$ cat src/logic/div_pkg.sv
package div_pkg;

  // data path width of the execute stage
  localparam int unsigned XLEN = 64;
  // word width for the *W instruction forms
  localparam int unsigned WLEN = 32;
  // iteration counter, must hold XLEN itself
  localparam int unsigned CNT_W = 7;
  // number of upper bits filled when a word result is widened to XLEN
  localparam int unsigned WEXT_W = XLEN - WLEN;

  // one divide request as it arrives from the execute stage
  typedef struct packed {
    logic [XLEN-1:0] dividend;
    logic [XLEN-1:0] divisor;
    logic            is_signed;
    logic            is_word;
  } div_req_t;

  // side information that rides along with the iteration
  typedef struct packed {
    // dividend as the ISA sees it, word forms already extended
    logic [XLEN-1:0] orig_dividend;
    logic            quot_neg;
    logic            rem_neg;
    logic            div_zero;
    logic            overflow;
    logic            is_word;
  } div_meta_t;

  // conditioned operands handed to the iterative core
  typedef struct packed {
    logic [XLEN-1:0] dividend_mag;
    logic [XLEN-1:0] divisor_mag;
    div_meta_t       meta;
  } div_opnd_t;

  // unsigned core result plus the carried side information
  typedef struct packed {
    logic [XLEN-1:0] quotient;
    logic [XLEN-1:0] remainder;
    div_meta_t       meta;
  } div_raw_t;

endpackage

$ cat src/logic/div_operand_prep.sv
`timescale 1ns/1ps

module div_operand_prep (
  input  logic               clk,
  input  logic               rst_n_i,
  input  logic               div_valid_i,
  input  div_pkg::div_req_t  req_i,
  input  logic               busy_i,
  output logic               start_o,
  output div_pkg::div_opnd_t opnd_o
);

  logic [div_pkg::XLEN-1:0] dvd_ext;
  logic [div_pkg::XLEN-1:0] dsr_ext;
  logic [div_pkg::XLEN-1:0] min_ext;
  logic                     dvd_neg;
  logic                     dsr_neg;
  logic                     accept;
  div_pkg::div_opnd_t       opnd_d;

  // a strobe only counts when the core is idle and no start is pending
  assign accept = div_valid_i & ~start_o & ~busy_i;

  always_comb begin
    // word forms look only at the low half, widened by sign or zero
    if (req_i.is_word) begin
      dvd_ext = {{div_pkg::WEXT_W{req_i.is_signed & req_i.dividend[div_pkg::WLEN-1]}},
                 req_i.dividend[div_pkg::WLEN-1:0]};
      dsr_ext = {{div_pkg::WEXT_W{req_i.is_signed & req_i.divisor[div_pkg::WLEN-1]}},
                 req_i.divisor[div_pkg::WLEN-1:0]};
      // most negative word, as it reads after sign extension
      min_ext = {{div_pkg::WEXT_W{1'b1}}, 1'b1, {(div_pkg::WLEN-1){1'b0}}};
    end else begin
      dvd_ext = req_i.dividend;
      dsr_ext = req_i.divisor;
      min_ext = {1'b1, {(div_pkg::XLEN-1){1'b0}}};
    end

    // operand signs only matter for DIV/REM forms
    dvd_neg = req_i.is_signed & dvd_ext[div_pkg::XLEN-1];
    dsr_neg = req_i.is_signed & dsr_ext[div_pkg::XLEN-1];

    // absolute values, the most negative value maps onto itself as unsigned
    opnd_d.dividend_mag = dvd_neg ? (~dvd_ext + 1'b1) : dvd_ext;
    opnd_d.divisor_mag  = dsr_neg ? (~dsr_ext + 1'b1) : dsr_ext;

    opnd_d.meta.orig_dividend = dvd_ext;
    // quotient negative when the signs differ
    opnd_d.meta.quot_neg = dvd_neg ^ dsr_neg;
    // remainder follows the dividend sign
    opnd_d.meta.rem_neg  = dvd_neg;
    opnd_d.meta.div_zero = (dsr_ext == '0);
    // signed min / -1 at the selected width
    opnd_d.meta.overflow = req_i.is_signed & (dvd_ext == min_ext) & (dsr_ext == '1);
    opnd_d.meta.is_word  = req_i.is_word;
  end

  // start is a single-cycle pulse per accepted request
  always_ff @(posedge clk) begin
    if (!rst_n_i) begin
      start_o <= 1'b0;
    end else begin
      start_o <= accept;
    end
  end

  // operand payload only moves on an accepted strobe
  always_ff @(posedge clk) begin
    if (accept) begin
      opnd_o <= opnd_d;
    end
  end

endmodule

$ cat src/logic/div_iter_core.sv
`timescale 1ns/1ps

module div_iter_core (
  input  logic               clk,
  input  logic               rst_n_i,
  input  logic               start_i,
  input  div_pkg::div_opnd_t opnd_i,
  output logic               busy_o,
  output logic               done_o,
  output div_pkg::div_raw_t  raw_o
);

  // iteration in progress
  logic                       run_q;
  // one cycle after the final iteration
  logic                       done_q;
  // iterations still to go
  logic [div_pkg::CNT_W-1:0]  cnt_q;
  // partial remainder
  logic [div_pkg::XLEN-1:0]   rem_q;
  // dividend bits shift out the top, quotient bits shift in the bottom
  logic [div_pkg::XLEN-1:0]   quo_q;
  // divisor magnitude held for the whole run
  logic [div_pkg::XLEN-1:0]   dsr_q;
  div_pkg::div_meta_t         meta_q;

  logic [div_pkg::XLEN:0]     shift_rem;
  logic [div_pkg::XLEN:0]     trial;
  logic                       fits;
  logic                       load;

  // busy spans the whole run including the done cycle
  assign busy_o = run_q | done_q;
  assign done_o = done_q;

  // prep only pulses start while the core is idle
  assign load = start_i;

  always_comb begin
    // bring the next dividend bit into the partial remainder
    shift_rem = {rem_q, quo_q[div_pkg::XLEN-1]};
    // trial subtraction, one extra bit catches the borrow
    trial     = shift_rem - {1'b0, dsr_q};
    fits      = ~trial[div_pkg::XLEN];
  end

  // control state
  always_ff @(posedge clk) begin
    if (!rst_n_i) begin
      run_q  <= 1'b0;
      done_q <= 1'b0;
      cnt_q  <= '0;
    end else begin
      done_q <= 1'b0;
      if (load) begin
        run_q <= 1'b1;
        // word forms need only half the steps
        if (opnd_i.meta.is_word) begin
          cnt_q <= div_pkg::CNT_W'(div_pkg::WLEN);
        end else begin
          cnt_q <= div_pkg::CNT_W'(div_pkg::XLEN);
        end
      end else if (run_q) begin
        cnt_q <= cnt_q - 1'b1;
        // last step raises done for exactly one cycle
        if (cnt_q == div_pkg::CNT_W'(1)) begin
          run_q  <= 1'b0;
          done_q <= 1'b1;
        end
      end
    end
  end

  // data path registers
  always_ff @(posedge clk) begin
    if (load) begin
      rem_q  <= '0;
      dsr_q  <= opnd_i.divisor_mag;
      meta_q <= opnd_i.meta;
      // word dividend sits in the upper half so its msb shifts out first
      if (opnd_i.meta.is_word) begin
        quo_q <= opnd_i.dividend_mag << div_pkg::WLEN;
      end else begin
        quo_q <= opnd_i.dividend_mag;
      end
    end else if (run_q) begin
      if (fits) begin
        // restore not needed, keep the difference
        rem_q <= trial[div_pkg::XLEN-1:0];
        quo_q <= {quo_q[div_pkg::XLEN-2:0], 1'b1};
      end else begin
        // divisor too large, keep the shifted value
        rem_q <= shift_rem[div_pkg::XLEN-1:0];
        quo_q <= {quo_q[div_pkg::XLEN-2:0], 1'b0};
      end
    end
  end

  // after the run the low bits of quo_q hold the quotient
  assign raw_o.quotient  = quo_q;
  assign raw_o.remainder = rem_q;
  assign raw_o.meta      = meta_q;

endmodule

$ cat src/logic/div_result_fix.sv
`timescale 1ns/1ps

module div_result_fix (
  input  logic                     clk,
  input  logic                     rst_n_i,
  input  logic                     done_i,
  input  div_pkg::div_raw_t        raw_i,
  output logic [div_pkg::XLEN-1:0] div_data_o,
  output logic [div_pkg::XLEN-1:0] rem_data_o,
  output logic                     div_ready_o
);

  // signed magnitudes
  logic [div_pkg::XLEN-1:0] quo_sgn;
  logic [div_pkg::XLEN-1:0] rem_sgn;
  // after the special-case override
  logic [div_pkg::XLEN-1:0] quo_sel;
  logic [div_pkg::XLEN-1:0] rem_sel;
  // final values after word extension
  logic [div_pkg::XLEN-1:0] quo_fin;
  logic [div_pkg::XLEN-1:0] rem_fin;

  always_comb begin
    // two's complement where the sign says so
    quo_sgn = raw_i.meta.quot_neg ? (~raw_i.quotient + 1'b1) : raw_i.quotient;
    rem_sgn = raw_i.meta.rem_neg ? (~raw_i.remainder + 1'b1) : raw_i.remainder;

    // ISA rules win over the iterated result
    if (raw_i.meta.div_zero) begin
      // x / 0 gives all ones, x % 0 gives x
      quo_sel = '1;
      rem_sel = raw_i.meta.orig_dividend;
    end else if (raw_i.meta.overflow) begin
      // min / -1 gives min back, remainder zero
      quo_sel = raw_i.meta.orig_dividend;
      rem_sel = '0;
    end else begin
      quo_sel = quo_sgn;
      rem_sel = rem_sgn;
    end

    // *W forms always sign extend from bit 31, unsigned ones too
    if (raw_i.meta.is_word) begin
      quo_fin = {{div_pkg::WEXT_W{quo_sel[div_pkg::WLEN-1]}}, quo_sel[div_pkg::WLEN-1:0]};
      rem_fin = {{div_pkg::WEXT_W{rem_sel[div_pkg::WLEN-1]}}, rem_sel[div_pkg::WLEN-1:0]};
    end else begin
      quo_fin = quo_sel;
      rem_fin = rem_sel;
    end
  end

  // results hold until the next completion
  always_ff @(posedge clk) begin
    if (!rst_n_i) begin
      div_data_o  <= '0;
      rem_data_o  <= '0;
      div_ready_o <= 1'b0;
    end else begin
      div_ready_o <= done_i;
      if (done_i) begin
        div_data_o <= quo_fin;
        rem_data_o <= rem_fin;
      end
    end
  end

endmodule

$ cat src/logic/alu_div_top.sv
`timescale 1ns/1ps

module alu_div_top (
  input  logic                     clk,
  input  logic                     rst_n_i,
  // DIV/REM vs DIVU/REMU
  input  logic                     signed_valid_i,
  // word forms, operate on bits 31:0
  input  logic                     div32_valid_i,
  // rs1, dividend
  input  logic [div_pkg::XLEN-1:0] sr1_data_i,
  // rs2, divisor
  input  logic [div_pkg::XLEN-1:0] sr2_data_i,
  // single-cycle request strobe
  input  logic                     div_valid_i,
  // single-cycle completion pulse
  output logic                     div_ready_o,
  output logic [div_pkg::XLEN-1:0] div_out_o,
  output logic [div_pkg::XLEN-1:0] rem_out_o
);

  div_pkg::div_req_t  req;
  div_pkg::div_opnd_t opnd;
  div_pkg::div_raw_t  raw;
  logic               start;
  logic               busy;
  logic               done;

  // gather the execute-stage inputs into one request
  assign req.dividend  = sr1_data_i;
  assign req.divisor   = sr2_data_i;
  assign req.is_signed = signed_valid_i;
  assign req.is_word   = div32_valid_i;

  // signs, word select and special-case flags
  div_operand_prep u_div_operand_prep (
    .clk         (clk),
    .rst_n_i     (rst_n_i),
    .div_valid_i (div_valid_i),
    .req_i       (req),
    .busy_i      (busy),
    .start_o     (start),
    .opnd_o      (opnd)
  );

  // one quotient bit per cycle
  div_iter_core u_div_iter_core (
    .clk     (clk),
    .rst_n_i (rst_n_i),
    .start_i (start),
    .opnd_i  (opnd),
    .busy_o  (busy),
    .done_o  (done),
    .raw_o   (raw)
  );

  // sign restore, ISA special cases, word extension
  div_result_fix u_div_result_fix (
    .clk         (clk),
    .rst_n_i     (rst_n_i),
    .done_i      (done),
    .raw_i       (raw),
    .div_data_o  (div_out_o),
    .rem_data_o  (rem_out_o),
    .div_ready_o (div_ready_o)
  );

endmodule

$ cat config.mk
export PLATFORM = sky130hd
export DESIGN_NAME = alu_div_top
export DESIGN_NICKNAME = d
export VERILOG_FILES = /design/src/logic/div_pkg.sv /design/src/logic/div_operand_prep.sv /design/src/logic/div_iter_core.sv /design/src/logic/div_result_fix.sv /design/src/logic/alu_div_top.sv
export SDC_FILE = /design/constraint.sdc
export NUM_CORES = 1
export LEC_CHECK = 0
export BUFFER_PORTS_ARGS = -buffer_cell sky130_fd_sc_hd__buf_4
export CELL_PAD_IN_SITES_DETAIL_PLACEMENT = 0
export CELL_PAD_IN_SITES_GLOBAL_PLACEMENT = 1
export CORE_MARGIN = 1
export CORE_UTILIZATION = 45
export DETAILED_ROUTE_END_ITERATION = 6
export PLACE_DENSITY = 0.81
export SKIP_CTS_REPAIR_TIMING = 1
export SYNTH_ARGS = -nofsm -noshare
export SYNTH_HDL_FRONTEND = slang
export SYNTH_HIERARCHICAL = 1
export SYNTH_SLANG_ARGS = --single-unit
$ cat constraint.sdc
create_clock -name clk -period 22.3 [get_ports clk]
set_input_delay 3.345 -clock clk [delete_from_list [all_inputs] [get_ports clk]]
set_output_delay 3.345 -clock clk [all_outputs]
set_load 0.005 [all_outputs]
==> summary.md <==
| Metric | Value |
|---|---|
| # fillers | 6,844 |
| Met3 routed WL | 14,300 µm |
| Clock skew | 75.7 ps |
| Fin crit share | 24.8% |
| Crit path top cell by count | buf_4 |
| CTS Sinks | 596 |
| CTS max path bufs | 3 |
| Worst-skew pair later-pin latency | 660 ps |
| Clock slew at reported path FFs | 60 ps |
| Relative slew slack | 27.6% |
| Worst-Margin Slew | 1080 ps |
| Layout area overhead | 13.9% |
| Grt ovf | 0 |
| Top Layer Used | met5 |
| Chip height | 277 µm |
| GP Congestion | 0.965 |
| TritonCTS clock tree | yes |
| Cells after Synth | 3,551 |
| Sequential share of the synthesized area | 46.7% |
| Post-DP HPWL | 92,600 µm |
| Number of CTS-inserted buffers | 61 |
| H-tree levels | 2 |
| Crit path DAT | 5920 ps |
| First-pass GRT wire length | 179,000 µm |
| Synth Net Count | 3,756 |
| Core area | 74,600 µm² |
| Main synth FF type | edfxtp_1 |
| Synth top area share | 34.8% |
| Leading area contributor after synthesis | edfxtp_1 |
| Leak | 0.0143 µW |
| Yosys warns | 6 |
| Vias/cell | 6.38 |
| Wire per inst | 26.1 µm |
| Synthesized area | 33,900 µm² |
| Post-Route M1 WL | 54,400 µm |
| Outcome | completed |
| WL met2 | 50,300 µm |
| RSZ-0062 raised after global routing | no |
| Post-route total power | 3540 µW |
| Pwr/cell area | 91.6 nW/µm² |
| Async SR Flop Fraction | 0% |
| Fmax | 181 MHz |
| Initial antenna violation count | 3 |
| Worst min-delay path class | register to register |
| Most numerous cell in the Yosys netlist | edfxtp_1 |
| First-pass detailed-route iteration total | 6 |
| Synth top area cells | edfxtp_1, dfxtp_1, nand2_1, a21oi_1, xnor2_1 |
| Die width | 277 µm |
| Worst vdd rail ir drop | 68.8 µV |
| Max-cap viol count | 0 |
| Crit path kind | input pin to register |
| Tmin final | 5540 ps |
| # diodes | 0 |
| All-Layer GR Usage | 31.0% |
| Residual DRC | 0 |
| Setup_tns | 0 ps |
| CP Max Fanout | 80 |
| # nets final | 3,898 |
| Critical path required time | 22,690 ps |
| Final number of setup-violating endpoints | 0 |
| Die area | 76,500 µm² |
| Synth cell count leaders | edfxtp_1, nand2_1, nor2_1 |
| Startpoint types | input pin |
| EDFF count, synth | 393 |
| Unique masters post-synth | 107 |
| # port buffers | 261 |
| # IOs | 262 |
| Avg Cell Area, Syn | 9.56 µm² |
| Initial core utilization | 45.5% |
| CTS Root Buffer Type | clkbuf_16 |
| WL final | 123,000 µm |
| Synthesis-stage register bit count | 596 |
| CP max stage cell | buf_4 |
| Fraction of layout cells with a size suffix above 1 | 13.3% |
| Rows | 100 |
| Post-route ant nets | 0 |
| Initial drt markers | 4,677 |
| Largest net degree at the start of global routing | 158 |
| Element type at the critical path end | register |
| CP Cell Sequence | buf_4 > mux2_2 > nand2_1 > buf_4 > clkinv_1 > o31ai_1 > o21ai_0 > xor2_1 |
| Vias in the first global route | 26,600 |
| Max incr delay on CP | 570 ps |
| Final Max Tran Viols | 0 |
| Detailed-route via count | 30,100 |
| Final Hold Fails | 0 |
worst max-delay path: cells and delay by family:
kind	cells	cell delay, ps
muxes	1	420
and+or+nand+nor	1	70
AOI/OAI and AO/OA	2	490
xor gates and xnor gates	1	180
buffers and inverters	3	1370
registers in the layout, indices dropped and copies added, names as in the netlist:
signal / flops
u_div_iter_core/cnt_q: 7
u_div_iter_core/done_o: 1
u_div_iter_core/dsr_q: 64
u_div_iter_core/quo_q: 64
u_div_iter_core/raw_o: 69
u_div_iter_core/rem_q: 64
u_div_iter_core/run_q: 1
u_div_operand_prep/opnd_o: 196
u_div_operand_prep/start_o: 1
u_div_result_fix/div_data_o: 64
u_div_result_fix/div_ready_o: 1
u_div_result_fix/rem_data_o: 64
layout by cell type (no fill, tap or decap), types with 27 or more instances in the layout:
cell type / synthesis / routed
a311oi_1: 46 / 46
clkbuf_16: 0 / 66
a21oi_1: 242 / 242
xor2_1: 103 / 103
o221ai_1: 27 / 27
nand2_1: 328 / 328
a21o_1: 49 / 49
o21ai_0: 201 / 201
buf_4: 4 / 299
o41ai_1: 33 / 33
nand4_1: 61 / 61
ha_1: 71 / 71
nor4_1: 74 / 73
xnor2_1: 137 / 137
o31ai_1: 57 / 57
a22oi_1: 27 / 27
mux2i_1: 66 / 66
dfxtp_1: 203 / 200
or3_1: 39 / 39
nor2_1: 312 / 309
a211oi_1: 31 / 31
inv_1: 152 / 151
edfxtp_1: 393 / 393
a31oi_1: 52 / 52
nand3_1: 83 / 83
nor3_1: 109 / 109
worst paths after layout:
path              depth (start not counted)                                      from                                  endpoint  slack [ps]
hold reg to reg                           0  u_div_operand_prep/opnd_o[126]$_DFFE_PP_       u_div_iter_core/dsr_q[57]$_DFFE_PP_         410
setup / recovery                          8                             div32_valid_i  u_div_operand_prep/opnd_o[175]$_DFFE_PP_       16760
setup reg to reg                         13       u_div_iter_core/quo_q[63]$_DFFE_PP_    u_div_iter_core/rem_q[42]$_SDFFE_PP0P_       17580
hold / removal                            0  u_div_operand_prep/opnd_o[126]$_DFFE_PP_       u_div_iter_core/dsr_q[57]$_DFFE_PP_         410
power breakdown:
group / switching (µW) / total (µW) / internal (µW)
combinational: 621 / 972 / 352
clock: 453 / 1090 / 634
sequential: 179 / 1480 / 1300
area by class of cell:
cell class / count / area, µm² / area share (%)
multi-input cells: 2580 / 16600 / 42.9
flip-flops and latches: 596 / 15900 / 41.1
repair buffers: 300 / 2260 / 5.86
clock buffers: 87 / 1800 / 4.66
well taps: 969 / 1210 / 3.14
inverters: 154 / 578 / 1.49
clock inverters: 28 / 343 / 0.886
per-layer routing:
layer	GRT usage, %	up-vias
met5	0	-
met4	8.95	2
met3	5.86	210
met2	43.6	1817
met1	47.9	14400
li1	-	13600
kinds of logic (layout without fill, tap and decap cells):
group / after synthesis / after routing / share of synthesized area (%)
fa+ha+maj: 72 / 72 / 2.68
simple gates: 1194 / 1194 / 17.4
xor+xnor: 242 / 242 / 6.32
compound gates: 998 / 998 / 20.1
flops: 596 / 596 / 46.7
mux: 74 / 74 / 2.21
buf+inv: 375 / 569 / 4.49
per-stage QoR:
| step | cell area (µm²) | setup WS (ps) | utilization [%] | std cells | hold WS (ps) |
|---|---|---|---|---|---|
| floorplan | 33900 | 3900 | - | 3551 | 400 |
| global placement | 36500 | 16250 | 49.0 | 4599 | 401 |
| detailed placement | 36500 | 16230 | 49.0 | 4599 | 405 |
| CTS | 38700 | 16890 | 51.9 | 4714 | 416 |
| global route | 38700 | 16670 | 51.9 | 4714 | 420 |
| finish | 38700 | 16760 | 51.9 | 4714 | 415 |
Power figures use the tool's default switching activity.
